`src/include/priv_config.svh`:
```
`ifndef PRIV_CONFIG_SVH
`define PRIV_CONFIG_SVH

// Data width of the hart
`define XLEN 32

// Supervisor CSR addresses
`define CSR_SSTATUS 12'h100
`define CSR_SIE     12'h104
`define CSR_SEPC    12'h141
`define CSR_SCAUSE  12'h142
`define CSR_SIP     12'h144

// Machine CSR addresses
`define CSR_MSTATUS 12'h300
`define CSR_MIE     12'h304
`define CSR_MEPC    12'h341
`define CSR_MCAUSE  12'h342
`define CSR_MIP     12'h344

// CLINT word offsets on mmio_addr
`define CLINT_MSIP        3'd0
`define CLINT_SSIP        3'd1
`define CLINT_MTIMECMP_LO 3'd2
`define CLINT_MTIMECMP_HI 3'd3
`define CLINT_MTIME_LO    3'd4
`define CLINT_MTIME_HI    3'd5

// Compare value out of reach so the timer stays quiet after reset
`define MTIMECMP_RESET 64'hFFFF_FFFF_FFFF_FFFF

`endif
```
`src/priv_pkg.sv`:
```
`include "priv_config.svh"

package priv_pkg;

  typedef enum logic [1:0] {
    PRIV_U = 2'b00,
    PRIV_S = 2'b01,
    PRIV_M = 2'b11
  } priv_mode_e;

  // mstatus and sstatus layout
  typedef struct packed {
    logic [`XLEN-19:0] wpri_hi;
    logic              mprv;
    logic [3:0]        wpri_16_13;
    logic [1:0]        mpp;
    logic [1:0]        wpri_10_9;
    logic              spp;
    logic              mpie;
    logic              wpri_6;
    logic              spie;
    logic              wpri_4;
    logic              mie;
    logic              wpri_2;
    logic              sie;
    logic              wpri_0;
  } status_view_t;

  // mip, mie, sip and sie layout, one bit per source
  typedef struct packed {
    logic [`XLEN-13:0] zero_hi;
    logic              mei;
    logic              zero_10;
    logic              sei;
    logic              zero_8;
    logic              mti;
    logic              zero_6;
    logic              sti;
    logic              zero_4;
    logic              msi;
    logic              zero_2;
    logic              ssi;
    logic              zero_0;
  } irq_view_t;

  typedef union packed {
    logic [`XLEN-1:0] word;
    status_view_t     status;
    irq_view_t        irq;
  } csr_word_u;

  typedef enum logic [3:0] {
    IRQ_SSI = 4'd1,
    IRQ_MSI = 4'd3,
    IRQ_STI = 4'd5,
    IRQ_MTI = 4'd7,
    IRQ_SEI = 4'd9,
    IRQ_MEI = 4'd11
  } irq_code_e;

  // Synchronous exception codes, ecall adds the current mode
  localparam logic [3:0] EXC_ILLEGAL    = 4'd2;
  localparam logic [3:0] EXC_ECALL_BASE = 4'd8;

endpackage

```
`src/priv_unit.sv`:
```
`timescale 1ns/10ps
`include "priv_config.svh"

module priv_unit
  import priv_pkg::*;
(
  input  logic             clock,
  input  logic             reset,
  input  logic             csr_wr_en,
  input  logic [11:0]      csr_addr,
  input  logic [`XLEN-1:0] csr_wr_data,
  output logic [`XLEN-1:0] csr_rd_data,
  input  logic             mmio_wr_en,
  input  logic [2:0]       mmio_addr,
  input  logic [`XLEN-1:0] mmio_wr_data,
  output logic [`XLEN-1:0] mmio_rd_data,
  input  logic             external_interrupt,
  input  logic [31:0]      pc,
  input  logic             illegal_instruction,
  input  logic             ecall,
  input  logic             mret,
  input  logic             sret,
  output logic             trap,
  output logic [31:0]      mepc,
  output logic [31:0]      sepc,
  output priv_mode_e       privilege_mode
);

  logic      msoft_pending;
  logic      ssoft_pending;
  logic      timer_pending;
  csr_word_u pending;
  csr_word_u enable;
  logic      mstatus_mie;
  logic      mstatus_sie;
  logic      irq_take;
  irq_code_e irq_code;
  csr_word_u csr_wr_word;

  assign csr_wr_word.word = csr_wr_data;

  clint_timer u_clint_timer (
    .clock         (clock),
    .reset         (reset),
    .mmio_wr_en    (mmio_wr_en),
    .mmio_addr     (mmio_addr),
    .mmio_wr_data  (mmio_wr_data),
    .mmio_rd_data  (mmio_rd_data),
    .msoft_pending (msoft_pending),
    .ssoft_pending (ssoft_pending),
    .timer_pending (timer_pending)
  );

  interrupt_arbiter u_interrupt_arbiter (
    .pending     (pending),
    .enable      (enable),
    .priv        (privilege_mode),
    .mstatus_mie (mstatus_mie),
    .mstatus_sie (mstatus_sie),
    .irq_take    (irq_take),
    .irq_code    (irq_code)
  );

  csr_file u_csr_file (
    .clock               (clock),
    .reset               (reset),
    .csr_wr_en           (csr_wr_en),
    .csr_addr            (csr_addr),
    .csr_wr_data         (csr_wr_word),
    .pc                  (pc),
    .illegal_instruction (illegal_instruction),
    .ecall               (ecall),
    .mret                (mret),
    .sret                (sret),
    .msoft_pending       (msoft_pending),
    .ssoft_pending       (ssoft_pending),
    .timer_pending       (timer_pending),
    .external_interrupt  (external_interrupt),
    .irq_take            (irq_take),
    .irq_code            (irq_code),
    .csr_rd_data         (csr_rd_data),
    .pending             (pending),
    .enable              (enable),
    .priv                (privilege_mode),
    .mstatus_mie         (mstatus_mie),
    .mstatus_sie         (mstatus_sie),
    .trap                (trap),
    .mepc                (mepc),
    .sepc                (sepc)
  );

endmodule

```
`src/csr_file.sv`:
```
`timescale 1ns/10ps
`include "priv_config.svh"

module csr_file
  import priv_pkg::*;
(
  input  logic             clock,
  input  logic             reset,
  input  logic             csr_wr_en,
  input  logic [11:0]      csr_addr,
  input  csr_word_u        csr_wr_data,
  input  logic [31:0]      pc,
  input  logic             illegal_instruction,
  input  logic             ecall,
  input  logic             mret,
  input  logic             sret,
  input  logic             msoft_pending,
  input  logic             ssoft_pending,
  input  logic             timer_pending,
  input  logic             external_interrupt,
  input  logic             irq_take,
  input  irq_code_e        irq_code,
  output logic [`XLEN-1:0] csr_rd_data,
  output csr_word_u        pending,
  output csr_word_u        enable,
  output priv_mode_e       priv,
  output logic             mstatus_mie,
  output logic             mstatus_sie,
  output logic             trap,
  output logic [31:0]      mepc,
  output logic [31:0]      sepc
);

  // Interrupt bit groups
  localparam logic [`XLEN-1:0] ALL_IRQ_MASK = 'h0AAA;
  localparam logic [`XLEN-1:0] S_IRQ_MASK   = 'h0222;
  localparam logic [`XLEN-1:0] MIP_WR_MASK  = 'h0220;

  logic             st_sie;
  logic             st_mie;
  logic             st_spie;
  logic             st_mpie;
  logic             st_spp;
  logic             st_mprv;
  priv_mode_e       st_mpp;
  priv_mode_e       priv_q;
  csr_word_u        mie_q;
  csr_word_u        mip_sw_q;
  logic [31:0]      mepc_q;
  logic [31:0]      sepc_q;
  logic [`XLEN-1:0] mcause_q;
  logic [`XLEN-1:0] trap_cause;
  logic             csr_we;
  csr_word_u        mstatus_v;
  csr_word_u        sstatus_v;
  csr_word_u        sip_v;
  csr_word_u        sie_v;
  logic [`XLEN-1:0] scause_v;

  // WLRL check for mcause writes
  function automatic logic mcause_legal(input logic [`XLEN-1:0] value);
    logic [`XLEN-2:0] code;
    code = value[`XLEN-2:0];
    if (value[`XLEN-1]) begin
      return code inside {IRQ_SSI, IRQ_MSI, IRQ_STI, IRQ_MTI, IRQ_SEI, IRQ_MEI};
    end
    return code inside {2, 8, 9, 11};
  endfunction

  assign trap   = irq_take | illegal_instruction | ecall;
  assign csr_we = csr_wr_en & ~trap;

  // Interrupts win over a simultaneous exception
  always_comb begin
    trap_cause = '0;
    if (irq_take) begin
      trap_cause[`XLEN-1] = 1'b1;
      trap_cause[3:0]     = irq_code;
    end else if (illegal_instruction) begin
      trap_cause[3:0] = EXC_ILLEGAL;
    end else begin
      trap_cause[3:0] = EXC_ECALL_BASE + {2'b00, priv_q};
    end
  end

  always_ff @(posedge clock) begin
    if (reset) begin
      st_sie  <= 1'b0;
      st_mie  <= 1'b0;
      st_spie <= 1'b0;
      st_mpie <= 1'b0;
      st_spp  <= 1'b0;
      st_mprv <= 1'b0;
      st_mpp  <= PRIV_U;
    end else if (trap) begin
      // No delegation, every trap lands in M
      st_mpie <= st_mie;
      st_mie  <= 1'b0;
      st_mpp  <= priv_q;
    end else if (mret) begin
      st_mie  <= st_mpie;
      st_mpie <= 1'b1;
      st_mpp  <= PRIV_U;
      if (st_mpp != PRIV_M) st_mprv <= 1'b0;
    end else if (sret) begin
      st_sie  <= st_spie;
      st_spie <= 1'b1;
      st_spp  <= 1'b0;
      st_mprv <= 1'b0;
    end else if (csr_we && (csr_addr == `CSR_MSTATUS)) begin
      st_sie  <= csr_wr_data.status.sie;
      st_mie  <= csr_wr_data.status.mie;
      st_spie <= csr_wr_data.status.spie;
      st_mpie <= csr_wr_data.status.mpie;
      st_spp  <= csr_wr_data.status.spp;
      st_mprv <= csr_wr_data.status.mprv;
      // Mode 2 is reserved
      if (csr_wr_data.status.mpp != 2'b10) st_mpp <= priv_mode_e'(csr_wr_data.status.mpp);
    end else if (csr_we && (csr_addr == `CSR_SSTATUS)) begin
      st_sie  <= csr_wr_data.status.sie;
      st_spie <= csr_wr_data.status.spie;
      st_spp  <= csr_wr_data.status.spp;
    end
  end

  always_ff @(posedge clock) begin
    if (reset) begin
      priv_q <= PRIV_M;
    end else if (trap) begin
      priv_q <= PRIV_M;
    end else if (mret) begin
      priv_q <= st_mpp;
    end else if (sret) begin
      priv_q <= priv_mode_e'({1'b0, st_spp});
    end
  end

  always_ff @(posedge clock) begin
    if (reset) begin
      mie_q    <= '0;
      mip_sw_q <= '0;
    end else if (csr_we) begin
      case (csr_addr)
        `CSR_MIE: mie_q.word <= csr_wr_data.word & ALL_IRQ_MASK;
        `CSR_SIE: mie_q.word <= (mie_q.word & ~S_IRQ_MASK) | (csr_wr_data.word & S_IRQ_MASK);
        `CSR_MIP: begin
          if (priv_q == PRIV_M) mip_sw_q.word <= csr_wr_data.word & MIP_WR_MASK;
        end
        default: ;
      endcase
    end
  end

  always_ff @(posedge clock) begin
    if (reset) begin
      mepc_q   <= '0;
      sepc_q   <= '0;
      mcause_q <= '0;
    end else if (trap) begin
      mepc_q   <= {pc[31:2], 2'b00};
      mcause_q <= trap_cause;
    end else if (csr_we) begin
      case (csr_addr)
        `CSR_MEPC: mepc_q <= {csr_wr_data.word[31:2], 2'b00};
        `CSR_SEPC: sepc_q <= {csr_wr_data.word[31:2], 2'b00};
        `CSR_MCAUSE: begin
          if (mcause_legal(csr_wr_data.word)) mcause_q <= csr_wr_data.word;
        end
        default: ;
      endcase
    end
  end

  // Status word and its supervisor view
  always_comb begin
    mstatus_v             = '0;
    mstatus_v.status.sie  = st_sie;
    mstatus_v.status.mie  = st_mie;
    mstatus_v.status.spie = st_spie;
    mstatus_v.status.mpie = st_mpie;
    mstatus_v.status.spp  = st_spp;
    mstatus_v.status.mpp  = st_mpp;
    mstatus_v.status.mprv = st_mprv;
    sstatus_v             = mstatus_v;
    sstatus_v.status.mie  = 1'b0;
    sstatus_v.status.mpie = 1'b0;
    sstatus_v.status.mpp  = 2'b00;
    sstatus_v.status.mprv = 1'b0;
  end

  // Hardware sources merge with the software-writable bits
  always_comb begin
    pending         = mip_sw_q;
    pending.irq.ssi = ssoft_pending;
    pending.irq.msi = msoft_pending;
    pending.irq.mti = timer_pending;
    pending.irq.mei = external_interrupt;
  end

  assign sip_v.word = pending.word & S_IRQ_MASK;
  assign sie_v.word = mie_q.word & S_IRQ_MASK;

  // M-level interrupt causes are hidden from S
  assign scause_v = (mcause_q[`XLEN-1] && (mcause_q[3:0] inside {IRQ_MSI, IRQ_MTI, IRQ_MEI}))
                    ? '0 : mcause_q;

  always_comb begin
    case (csr_addr)
      `CSR_SSTATUS: csr_rd_data = sstatus_v.word;
      `CSR_SIE:     csr_rd_data = sie_v.word;
      `CSR_SEPC:    csr_rd_data = sepc_q;
      `CSR_SCAUSE:  csr_rd_data = scause_v;
      `CSR_SIP:     csr_rd_data = sip_v.word;
      `CSR_MSTATUS: csr_rd_data = mstatus_v.word;
      `CSR_MIE:     csr_rd_data = mie_q.word;
      `CSR_MEPC:    csr_rd_data = mepc_q;
      `CSR_MCAUSE:  csr_rd_data = mcause_q;
      `CSR_MIP:     csr_rd_data = pending.word;
      default:      csr_rd_data = '0;
    endcase
  end

  assign enable      = mie_q;
  assign priv        = priv_q;
  assign mstatus_mie = st_mie;
  assign mstatus_sie = st_sie;
  assign mepc        = mepc_q;
  assign sepc        = sepc_q;

endmodule

```
`src/interrupt_arbiter.sv`:
```
`timescale 1ns/10ps

module interrupt_arbiter
  import priv_pkg::*;
(
  input  csr_word_u  pending,
  input  csr_word_u  enable,
  input  priv_mode_e priv,
  input  logic       mstatus_mie,
  input  logic       mstatus_sie,
  output logic       irq_take,
  output irq_code_e  irq_code
);

  logic      m_level_ok;
  logic      s_level_ok;
  csr_word_u armed;

  // M sources preempt any lower mode, in M only with MIE set
  assign m_level_ok = (priv != PRIV_M) || mstatus_mie;

  // S sources always fire from U, from S only with SIE set, never in M
  assign s_level_ok = (priv == PRIV_U) || ((priv == PRIV_S) && mstatus_sie);

  assign armed.word = pending.word & enable.word;

  // Fixed order MEI, MSI, MTI, SEI, SSI, STI
  always_comb begin
    irq_take = 1'b1;
    irq_code = IRQ_MEI;
    if (armed.irq.mei && m_level_ok) begin
      irq_code = IRQ_MEI;
    end else if (armed.irq.msi && m_level_ok) begin
      irq_code = IRQ_MSI;
    end else if (armed.irq.mti && m_level_ok) begin
      irq_code = IRQ_MTI;
    end else if (armed.irq.sei && s_level_ok) begin
      irq_code = IRQ_SEI;
    end else if (armed.irq.ssi && s_level_ok) begin
      irq_code = IRQ_SSI;
    end else if (armed.irq.sti && s_level_ok) begin
      irq_code = IRQ_STI;
    end else begin
      // Nothing eligible, code is a don't-care
      irq_take = 1'b0;
      irq_code = IRQ_SSI;
    end
  end

endmodule

```
`src/clint_timer.sv`:
```
`timescale 1ns/10ps
`include "priv_config.svh"

module clint_timer (
  input  logic             clock,
  input  logic             reset,
  input  logic             mmio_wr_en,
  input  logic [2:0]       mmio_addr,
  input  logic [`XLEN-1:0] mmio_wr_data,
  output logic [`XLEN-1:0] mmio_rd_data,
  output logic             msoft_pending,
  output logic             ssoft_pending,
  output logic             timer_pending
);

  logic [63:0] mtime_q;
  logic [63:0] mtime_next;
  logic [63:0] mtimecmp_q;
  logic        msip_q;
  logic        ssip_q;

  // Counter advances every cycle, a written half replaces the count
  always_comb begin
    mtime_next = mtime_q + 64'd1;
    if (mmio_wr_en && (mmio_addr == `CLINT_MTIME_LO)) begin
      mtime_next[`XLEN-1:0] = mmio_wr_data;
    end
    if (mmio_wr_en && (mmio_addr == `CLINT_MTIME_HI)) begin
      mtime_next[63:`XLEN] = mmio_wr_data;
    end
  end

  always_ff @(posedge clock) begin
    if (reset) begin
      mtime_q    <= 64'd0;
      mtimecmp_q <= `MTIMECMP_RESET;
      msip_q     <= 1'b0;
      ssip_q     <= 1'b0;
    end else begin
      mtime_q <= mtime_next;
      if (mmio_wr_en) begin
        case (mmio_addr)
          `CLINT_MSIP:        msip_q <= mmio_wr_data[0];
          `CLINT_SSIP:        ssip_q <= mmio_wr_data[0];
          `CLINT_MTIMECMP_LO: mtimecmp_q[`XLEN-1:0] <= mmio_wr_data;
          `CLINT_MTIMECMP_HI: mtimecmp_q[63:`XLEN] <= mmio_wr_data;
          default: ;
        endcase
      end
    end
  end

  always_comb begin
    mmio_rd_data = '0;
    case (mmio_addr)
      `CLINT_MSIP:        mmio_rd_data[0] = msip_q;
      `CLINT_SSIP:        mmio_rd_data[0] = ssip_q;
      `CLINT_MTIMECMP_LO: mmio_rd_data = mtimecmp_q[`XLEN-1:0];
      `CLINT_MTIMECMP_HI: mmio_rd_data = mtimecmp_q[63:`XLEN];
      `CLINT_MTIME_LO:    mmio_rd_data = mtime_q[`XLEN-1:0];
      `CLINT_MTIME_HI:    mmio_rd_data = mtime_q[63:`XLEN];
      default:            mmio_rd_data = '0;
    endcase
  end

  assign msoft_pending = msip_q;
  assign ssoft_pending = ssip_q;
  // Unsigned 64-bit compare, the wide values stay inside the block
  assign timer_pending = (mtime_q >= mtimecmp_q);

endmodule

```
`config.mk`:
```
export PLATFORM = sky130hd
export DESIGN_NAME = priv_unit
export DESIGN_NICKNAME = d
export VERILOG_FILES = /design/src/priv_pkg.sv /design/src/priv_unit.sv /design/src/csr_file.sv /design/src/interrupt_arbiter.sv /design/src/clint_timer.sv
export VERILOG_INCLUDE_DIRS = /design/src /design/src/include
export SDC_FILE = /design/constraint.sdc
export NUM_CORES = 1
export LEC_CHECK = 0
export ABC_AREA = 0
export BUFFER_PORTS_ARGS = -buffer_cell sky130_fd_sc_hd__buf_2
export CORE_ASPECT_RATIO = 1.25
export CORE_MARGIN = 4
export CORE_UTILIZATION = 56
export CTS_CLUSTER_DIAMETER = 120
export DETAILED_ROUTE_END_ITERATION = 8
export PLACE_DENSITY = 0.81
export SYNTH_ARGS = -nofsm -noshare
export SYNTH_HDL_FRONTEND = slang
export SYNTH_SLANG_ARGS = --single-unit
export TNS_END_PERCENT = 10
```
`constraint.sdc`:
```
create_clock -name clock -period 4.1 [get_ports clock]
set_input_delay 0.41 -clock clock [delete_from_list [all_inputs] [get_ports clock]]
set_output_delay 0.41 -clock clock [all_outputs]
set_load 0.05 [all_outputs]
```
==> impl_metrics.py, run 1 <==
metrics = {
    "clock_network": {
        "cts_tree": "yes",
        "worstSkewPairLatency_ps": 520,
        "cts_setup_buffers": 0,
        "cts.path.max_buffers": 3,
        "cts.sinks": 240,
        "cts.root.buffer_cell": "clkbuf_16",
        "cts_max_level": 1,
        "ctsHoldBuffers": 0,
        "cts_made_buffers": 25,
        "path_clk_slew_ps": 60,
    },
    "cells_and_area": {
        "layout_common_cells": "243 x buf_2, 240 x dfxtp_1, 197 x nor2_1",
        "multi_input_area_um2": 7560,
        "post-route-util_pct": 67.2,
        "layout-drive-gt1-share_pct": 18.7,
        "regArea_um2": 4800,
        "diodes": 0,
        "mostFrequentLayoutCell": "buf_2",
        "nFillCells": 1905,
        "synthToLayoutAreaGrowth_pct": 17.9,
        "nNetsFinal": 1963,
    },
    "critical_path": {
        "critPathLaunchType": "flop",
        "cp.required_ps": 3690,
        "slowest_stage": "or4_1",
        "crit_type": "reg -> out",
        "startpoint": "u_clint_timer.mtime_q[38]$_SDFF_PP0_",
        "critical-path-top-delay-family": "simple AND/OR/NAND/NOR gates",
        "cp_common_cell": "nand2_1",
        "path_cells": "ha_1 -> a21oi_1 -> nand2_1 -> a221oi_1 -> o22ai_1 -> or4_1 -> nand2_1 -> nand4_1 -> buf_2",
        "critPathMaxFanout": 5,
        "crit_buf_inv": 1,
        "critPathCaptureType": "output pin",
        "regToRegStartpoint": "u_clint_timer.mtimecmp_q[51]$_SDFFE_PP1P_",
        "crit_cells": 9,
        "reg2reg_depth": 12,
        "slowest_delay_ps": 670,
        "cp.arrival_ps": 3420,
    },
    "sta": {
        "clock_skew_ps": 10.8,
        "worst_pin_slew_ps": 1160,
        "finalMaxSlewViolations": 0,
        "min_period_ps": 3830,
        "max_freq_ghz": 0.261,
        "holdWs_ps": 150,
        "hold_violations": 0,
        "rsz0062_at_grt": "false",
        "finalCritPeriodShare_pct": 93.4,
        "finalSetupTns_ps": 0,
        "setup_viol": 0,
        "relSlewSlack_pct": 22.3,
    },
    "yosys": {
        "yosysUniqueCellTypes": 72,
        "synthTopCellsByArea": "dfxtp_1 37%, ha_1 6.2%, nor2_1 5.7%",
        "synthCells": 1584,
        "synth_top_cell_by_area": "dfxtp_1",
        "synthFlopType": "dfxtp_1",
        "synth_area_per_cell_um2": 8.29,
        "yosys_warnings": 0,
        "ys_ff_latch": 240,
        "async_flop_share_pct": 0,
        "ys_seq_area_share_pct": 36.6,
        "netlist_area_um2": 13100,
        "synth-edff-count": 0,
        "synth_top_cell_area_share_pct": 36.6,
    },
    "routing": {
        "drt_iter0_drc": 1028,
        "route.vias.total": 13100,
        "vias_per_cell": 6.30,
        "drt-total-wl_um": 41000,
        "drc_errors": 0,
        "antenna_left": 0,
        "dr.pass1.iters": 7,
        "wire_per_inst_um": 19.7,
    },
    "grt": {
        "antenna_found_initial": 3,
        "grt_pass1_wl_um": 65200,
        "grt_pass1_vias": 12600,
        "grt.total_usage_pct": 30.1,
        "overflow": 0,
        "grt_max_degree": 115,
    },
    "floorplanning": {
        "dieArea_um2": 26000,
        "rows": 62,
        "io_pins": 251,
        "start_util_pct": 57.0,
        "die_x_um": 145,
        "core_region_area_um2": 23000,
        "die_h_um": 179,
    },
    "power": {
        "leakage_uw": 0.00750,
        "power.density_nw_per_um2": 359,
        "ir_drop_mv": 0.375,
    },
    "place": {
        "portBuffers": 244,
        "gp_congestion": 0.888,
        "hpwlAfterDp_um": 28300,
    },
    "outcome": {
        "outcome": "finished clean",
    },
    "worst_hold_path": {
        "min_from": "mmio_wr_data[18]",
        "holdPathStages": 2,
        "min-delay-path-class": "in -> reg",
    },
    "run": {
        "max_cap_violations": 0,
    },
}
[timing repair]
item / 4_1_cts / 5_1_grt
gates resized for setup: 0 / 2
setup endpoints to repair: 0 / 1
hold endpoints to repair: 0 / 0
[Yosys cell counts, types with 4 or more instances]
master,instances
a22oi_1,9
buf_4,4
dfxtp_1,240
and2_1,33
o21ai_1,7
a21oi_1,37
nor4_1,12
nand3_1,67
clkbuf_1,94
a221oi_1,7
a221o_1,34
a222oi_1,26
inv_1,111
or3_1,11
a311oi_1,41
buf_1,4
nand2b_1,10
a211oi_1,57
xor2_1,26
and3_1,13
or4_1,4
a22o_1,31
nor2_1,200
ha_1,65
o21a_1,5
a211o_1,33
mux2i_1,48
o21ai_0,13
nor3_1,14
buf_2,4
xnor2_1,28
nor2b_1,9
nand3b_1,33
nand4_1,27
and4_1,11
nand2_1,162
[final cells by class]
cell class	instances	share of cell area [%]
inverter	112	2.72
sequential	240	31.0
timing repair buffer	271	9.56
clock inverter	12	1.02
tap	288	2.33
multi-input combinational	1128	48.9
clock buffer	32	4.47
[final timing paths]
check                           slack, ps                                         to
worst min register to register        460       u_csr_file.mcause_q[29]$_SDFFE_PP0P_
worst min-delay path                  150  u_clint_timer.mtimecmp_q[50]$_SDFFE_PP1P_
worst max register to register        520           u_csr_file.sepc[27]$_SDFFE_PP0P_
worst max-delay path                  270                             csr_rd_data[7]
[worst reg2reg max path, delay by kind of cell, from the launching register on]
family,cells,cell delay [ps]
muxes,1,310
DFF,1,350
adders and majority gates,1,320
buffers and inverters,3,780
AOI/OAI and AO/OA,2,530
and+or+nand+nor,5,1140
[flip-flops by register name, summed over array words and instances (netlist names)]
signal	cells
u_csr_file.mstatus_sie	1
u_clint_timer.mtimecmp_q	64
u_csr_file.mip_sw_q	2
u_csr_file.enable	6
u_clint_timer.ssoft_pending	1
u_csr_file.st_mpie	1
u_csr_file.st_spie	1
u_csr_file.priv	2
u_csr_file.st_spp	1
u_csr_file.mstatus_mie	1
u_clint_timer.mtime_q	64
u_csr_file.st_mpp	2
u_csr_file.st_mprv	1
u_csr_file.mcause_q	32
u_clint_timer.msoft_pending	1
u_csr_file.sepc	30
u_csr_file.mepc	30
[metrics by stage]
step	instance area, um2	power [uW]	std cells	setup slack (ps)
2_1_floorplan	13100	2990	1587	869
3_5_place_dp	14600	3230	2039	623
6_report	15500	5550	2083	269
4_1_cts	15500	5570	2083	95.9
3_3_place_gp	14600	3220	2039	675
5_1_grt	15500	5740	2083	44.1
[kinds of logic after synthesis]
| group | Yosys count | synth area share [%] |
|---|---|---|
| buffers and inverters | 219 | 6.47 |
| AO/OA/AOI/OAI | 330 | 20.2 |
| adder cells (fa/ha/maj) | 65 | 6.20 |
| other | 1 | 0.0286 |
| flip-flops | 240 | 36.6 |
| multiplexers | 48 | 3.66 |
| AND/OR/NAND/NOR | 627 | 23.3 |
| XOR/XNOR | 54 | 3.60 |
[where the power goes]
group	switching (uW)	internal, uW	leakage (uW)	total [uW]
clock network	973	1390	0.000396	2360
logic	480	223	0.00515	704
registers	81.3	2410	0.00196	2490
total	1530	4020	0.00750	5550
[per-layer routing]
layer / track usage (%) / wire [um]
met3: 5.06 / 3530
met2: 55.5 / 20500
met1: 35.0 / 15400
met5: 0 / 38
met4: 11.5 / 1460
Power figures use the tool's default switching activity.
==> run 2, diff against run 1 <==
--- a/config.mk
+++ b/config.mk
@@ -8,12 +8,14 @@
 export LEC_CHECK = 0
 export ABC_AREA = 0
 export BUFFER_PORTS_ARGS = -buffer_cell sky130_fd_sc_hd__buf_2
+export CELL_PAD_IN_SITES_DETAIL_PLACEMENT = 1
+export CELL_PAD_IN_SITES_GLOBAL_PLACEMENT = 1
 export CORE_ASPECT_RATIO = 1.25
 export CORE_MARGIN = 4
-export CORE_UTILIZATION = 56
+export CORE_UTILIZATION = 42
 export CTS_CLUSTER_DIAMETER = 120
 export DETAILED_ROUTE_END_ITERATION = 8
-export PLACE_DENSITY = 0.81
+export PLACE_DENSITY_LB_ADDON = 0.1
 export SYNTH_ARGS = -nofsm -noshare
 export SYNTH_HDL_FRONTEND = slang
 export SYNTH_SLANG_ARGS = --single-unit
==> impl_metrics.py, run 2 (synthesis gave the netlist of run 1 again) <==
metrics = {
    "outcome": {
        "outcome": "finished clean",
    },
    "critical_path": {
        "regToRegStartpoint": "u_clint_timer.mtime_q[0]$_SDFF_PP0_",
        "cp.required_ps": 3690,
        "critPathCaptureType": "output pin",
        "crit_type": "reg -> out",
        "cp.arrival_ps": 3390,
        "critPathMaxFanout": 14,
        "startpoint": "u_clint_timer.mtime_q[0]$_SDFF_PP0_",
        "critPathLaunchType": "flop",
    },
    "sta": {
        "rsz0062_at_grt": "false",
        "finalMaxSlewViolations": 0,
        "finalCritPeriodShare_pct": 92.6,
        "setup_viol": 0,
        "max_freq_ghz": 0.263,
        "worst_pin_slew_ps": 1260,
        "worst_slack_ps": 303,
        "clock_skew_ps": 10.1,
        "hold_violations": 0,
        "relSlewSlack_pct": 16.0,
        "min_period_ps": 3800,
        "finalSetupTns_ps": 0,
    },
    "clock_network": {
        "cts_tree": "yes",
        "ctsHoldBuffers": 0,
        "cts.root.buffer_cell": "clkbuf_16",
        "path_clk_slew_ps": 60,
        "cts.sinks": 240,
        "cts_max_level": 1,
        "cts.path.max_buffers": 3,
        "worstSkewPairLatency_ps": 550,
        "cts_made_buffers": 28,
    },
    "cells_and_area": {
        "nNetsFinal": 1973,
        "layout_common_cells": "243 x buf_2, 240 x dfxtp_1, 197 x nor2_1",
        "layout-drive-gt1-share_pct": 19.3,
        "stdcell_count": 2215,
        "reg_top3": "u_clint_timer.mtime_q (64), u_clint_timer.mtimecmp_q (64), u_csr_file.mcause_q (32)",
        "post-route-util_pct": 51.0,
        "mostFrequentLayoutCell": "buf_2",
        "synthToLayoutAreaGrowth_pct": 20.0,
    },
    "power": {
        "power.density_nw_per_um2": 368,
        "ir_drop_mv": 0.310,
        "leakage_uw": 0.00760,
        "fin_total_pwr_uw": 5800,
    },
    "place": {
        "preCtsSetupSlack_ps": 640,
        "hpwlAfterDp_um": 33000,
        "portBuffers": 244,
        "gp_congestion": 0.876,
        "dp_cells": 2165,
    },
    "floorplanning": {
        "io_pins": 251,
        "dieArea_um2": 34200,
        "rows": 72,
        "die_x_um": 166,
        "start_util_pct": 42.5,
        "core_region_area_um2": 30900,
        "die_h_um": 206,
    },
    "routing": {
        "dr.pass1.iters": 5,
        "drt_iter0_drc": 758,
        "wire_per_inst_um": 21.3,
        "drc_errors": 0,
        "vias_per_cell": 5.91,
        "antenna_left": 0,
        "route.vias.total": 13100,
        "drt-total-wl_um": 47100,
    },
    "worst_hold_path": {
        "min_from": "mmio_wr_data[9]",
        "min-delay-path-class": "in -> reg",
    },
    "grt": {
        "grt.total_usage_pct": 26.6,
        "grt_pass1_vias": 13400,
        "overflow": 0,
        "grt_max_degree": 109,
        "antenna_found_initial": 3,
        "grt_pass1_wl_um": 74800,
    },
    "run": {
        "max_cap_violations": 0,
    },
}
[run 2: cell count changes in the layout (fill, tap and decap cells not counted), moves of 2 or more]
| cell | change |
|---|---|
| buf_12 | -2 |
| buf_4 | +9 |
| clkbuf_16 | +4 |
| clkinv_2 | +4 |
| clkinvlp_4 | -4 |
[run 2: timing repair]
item,in CTS,in global routing
setup buffers,0,0
gates resized for setup,0,3
endpoints found under the setup margin,0,1
[run 2: through the flow]
stage	hold slack [ps]	instance area (um2)
after floorplan	429	13100
after global placement	440	14800
after detailed placement	447	14800
after CTS	99.7	15700
after global routing	115	15800
final	123	15800
[run 2: final cells by class]
type / count / area, um2
Inverter: 112 / 420
Multi-Input combinational cell: 1128 / 7570
Tap cell: 407 / 509
Timing Repair Buffer: 278 / 1510
Antenna cell: 1 / 2.50
Clock inverter: 12 / 148
Fill cell: 3746 / 15100
Sequential cell: 240 / 4800
Clock buffer: 37 / 796
[run 2: critical path, stage by stage, from the launching register on]
cell and delay [ps]:
dfxtp_1 440, inv_1 70, ha_1 260, nand2b_1 140, a2111oi_0 520, o311a_1 310
a211oi_1 100, nor4_1 230, buf_4 220, o21a_4 270, inv_2 60, buf_2 210
[run 2: where the power goes]
part,switching (uW),internal (uW)
registers,81.2,2410
logic,495,223
clock network,1040,1550
total,1620,4180
[run 2: per-layer routing]
layer	share of wire (%)	GRT usage [%]
met1	41	31.6
met2	52	49.5
met3	4.9	3.84
met4	2.8	8.46
met5	0.053	0
[run 2: final timing paths]
path	endpoint	slack (ps)	cells past startpoint
worst min-delay path	u_clint_timer.mtimecmp_q[41]$_SDFFE_PP1P_	120	2
worst max register to register	u_csr_file.mcause_q[28]$_SDFFE_PP0P_	750	12
worst max-delay path	trap	300	11
worst min register to register	u_csr_file.mcause_q[25]$_SDFFE_PP0P_	460	1
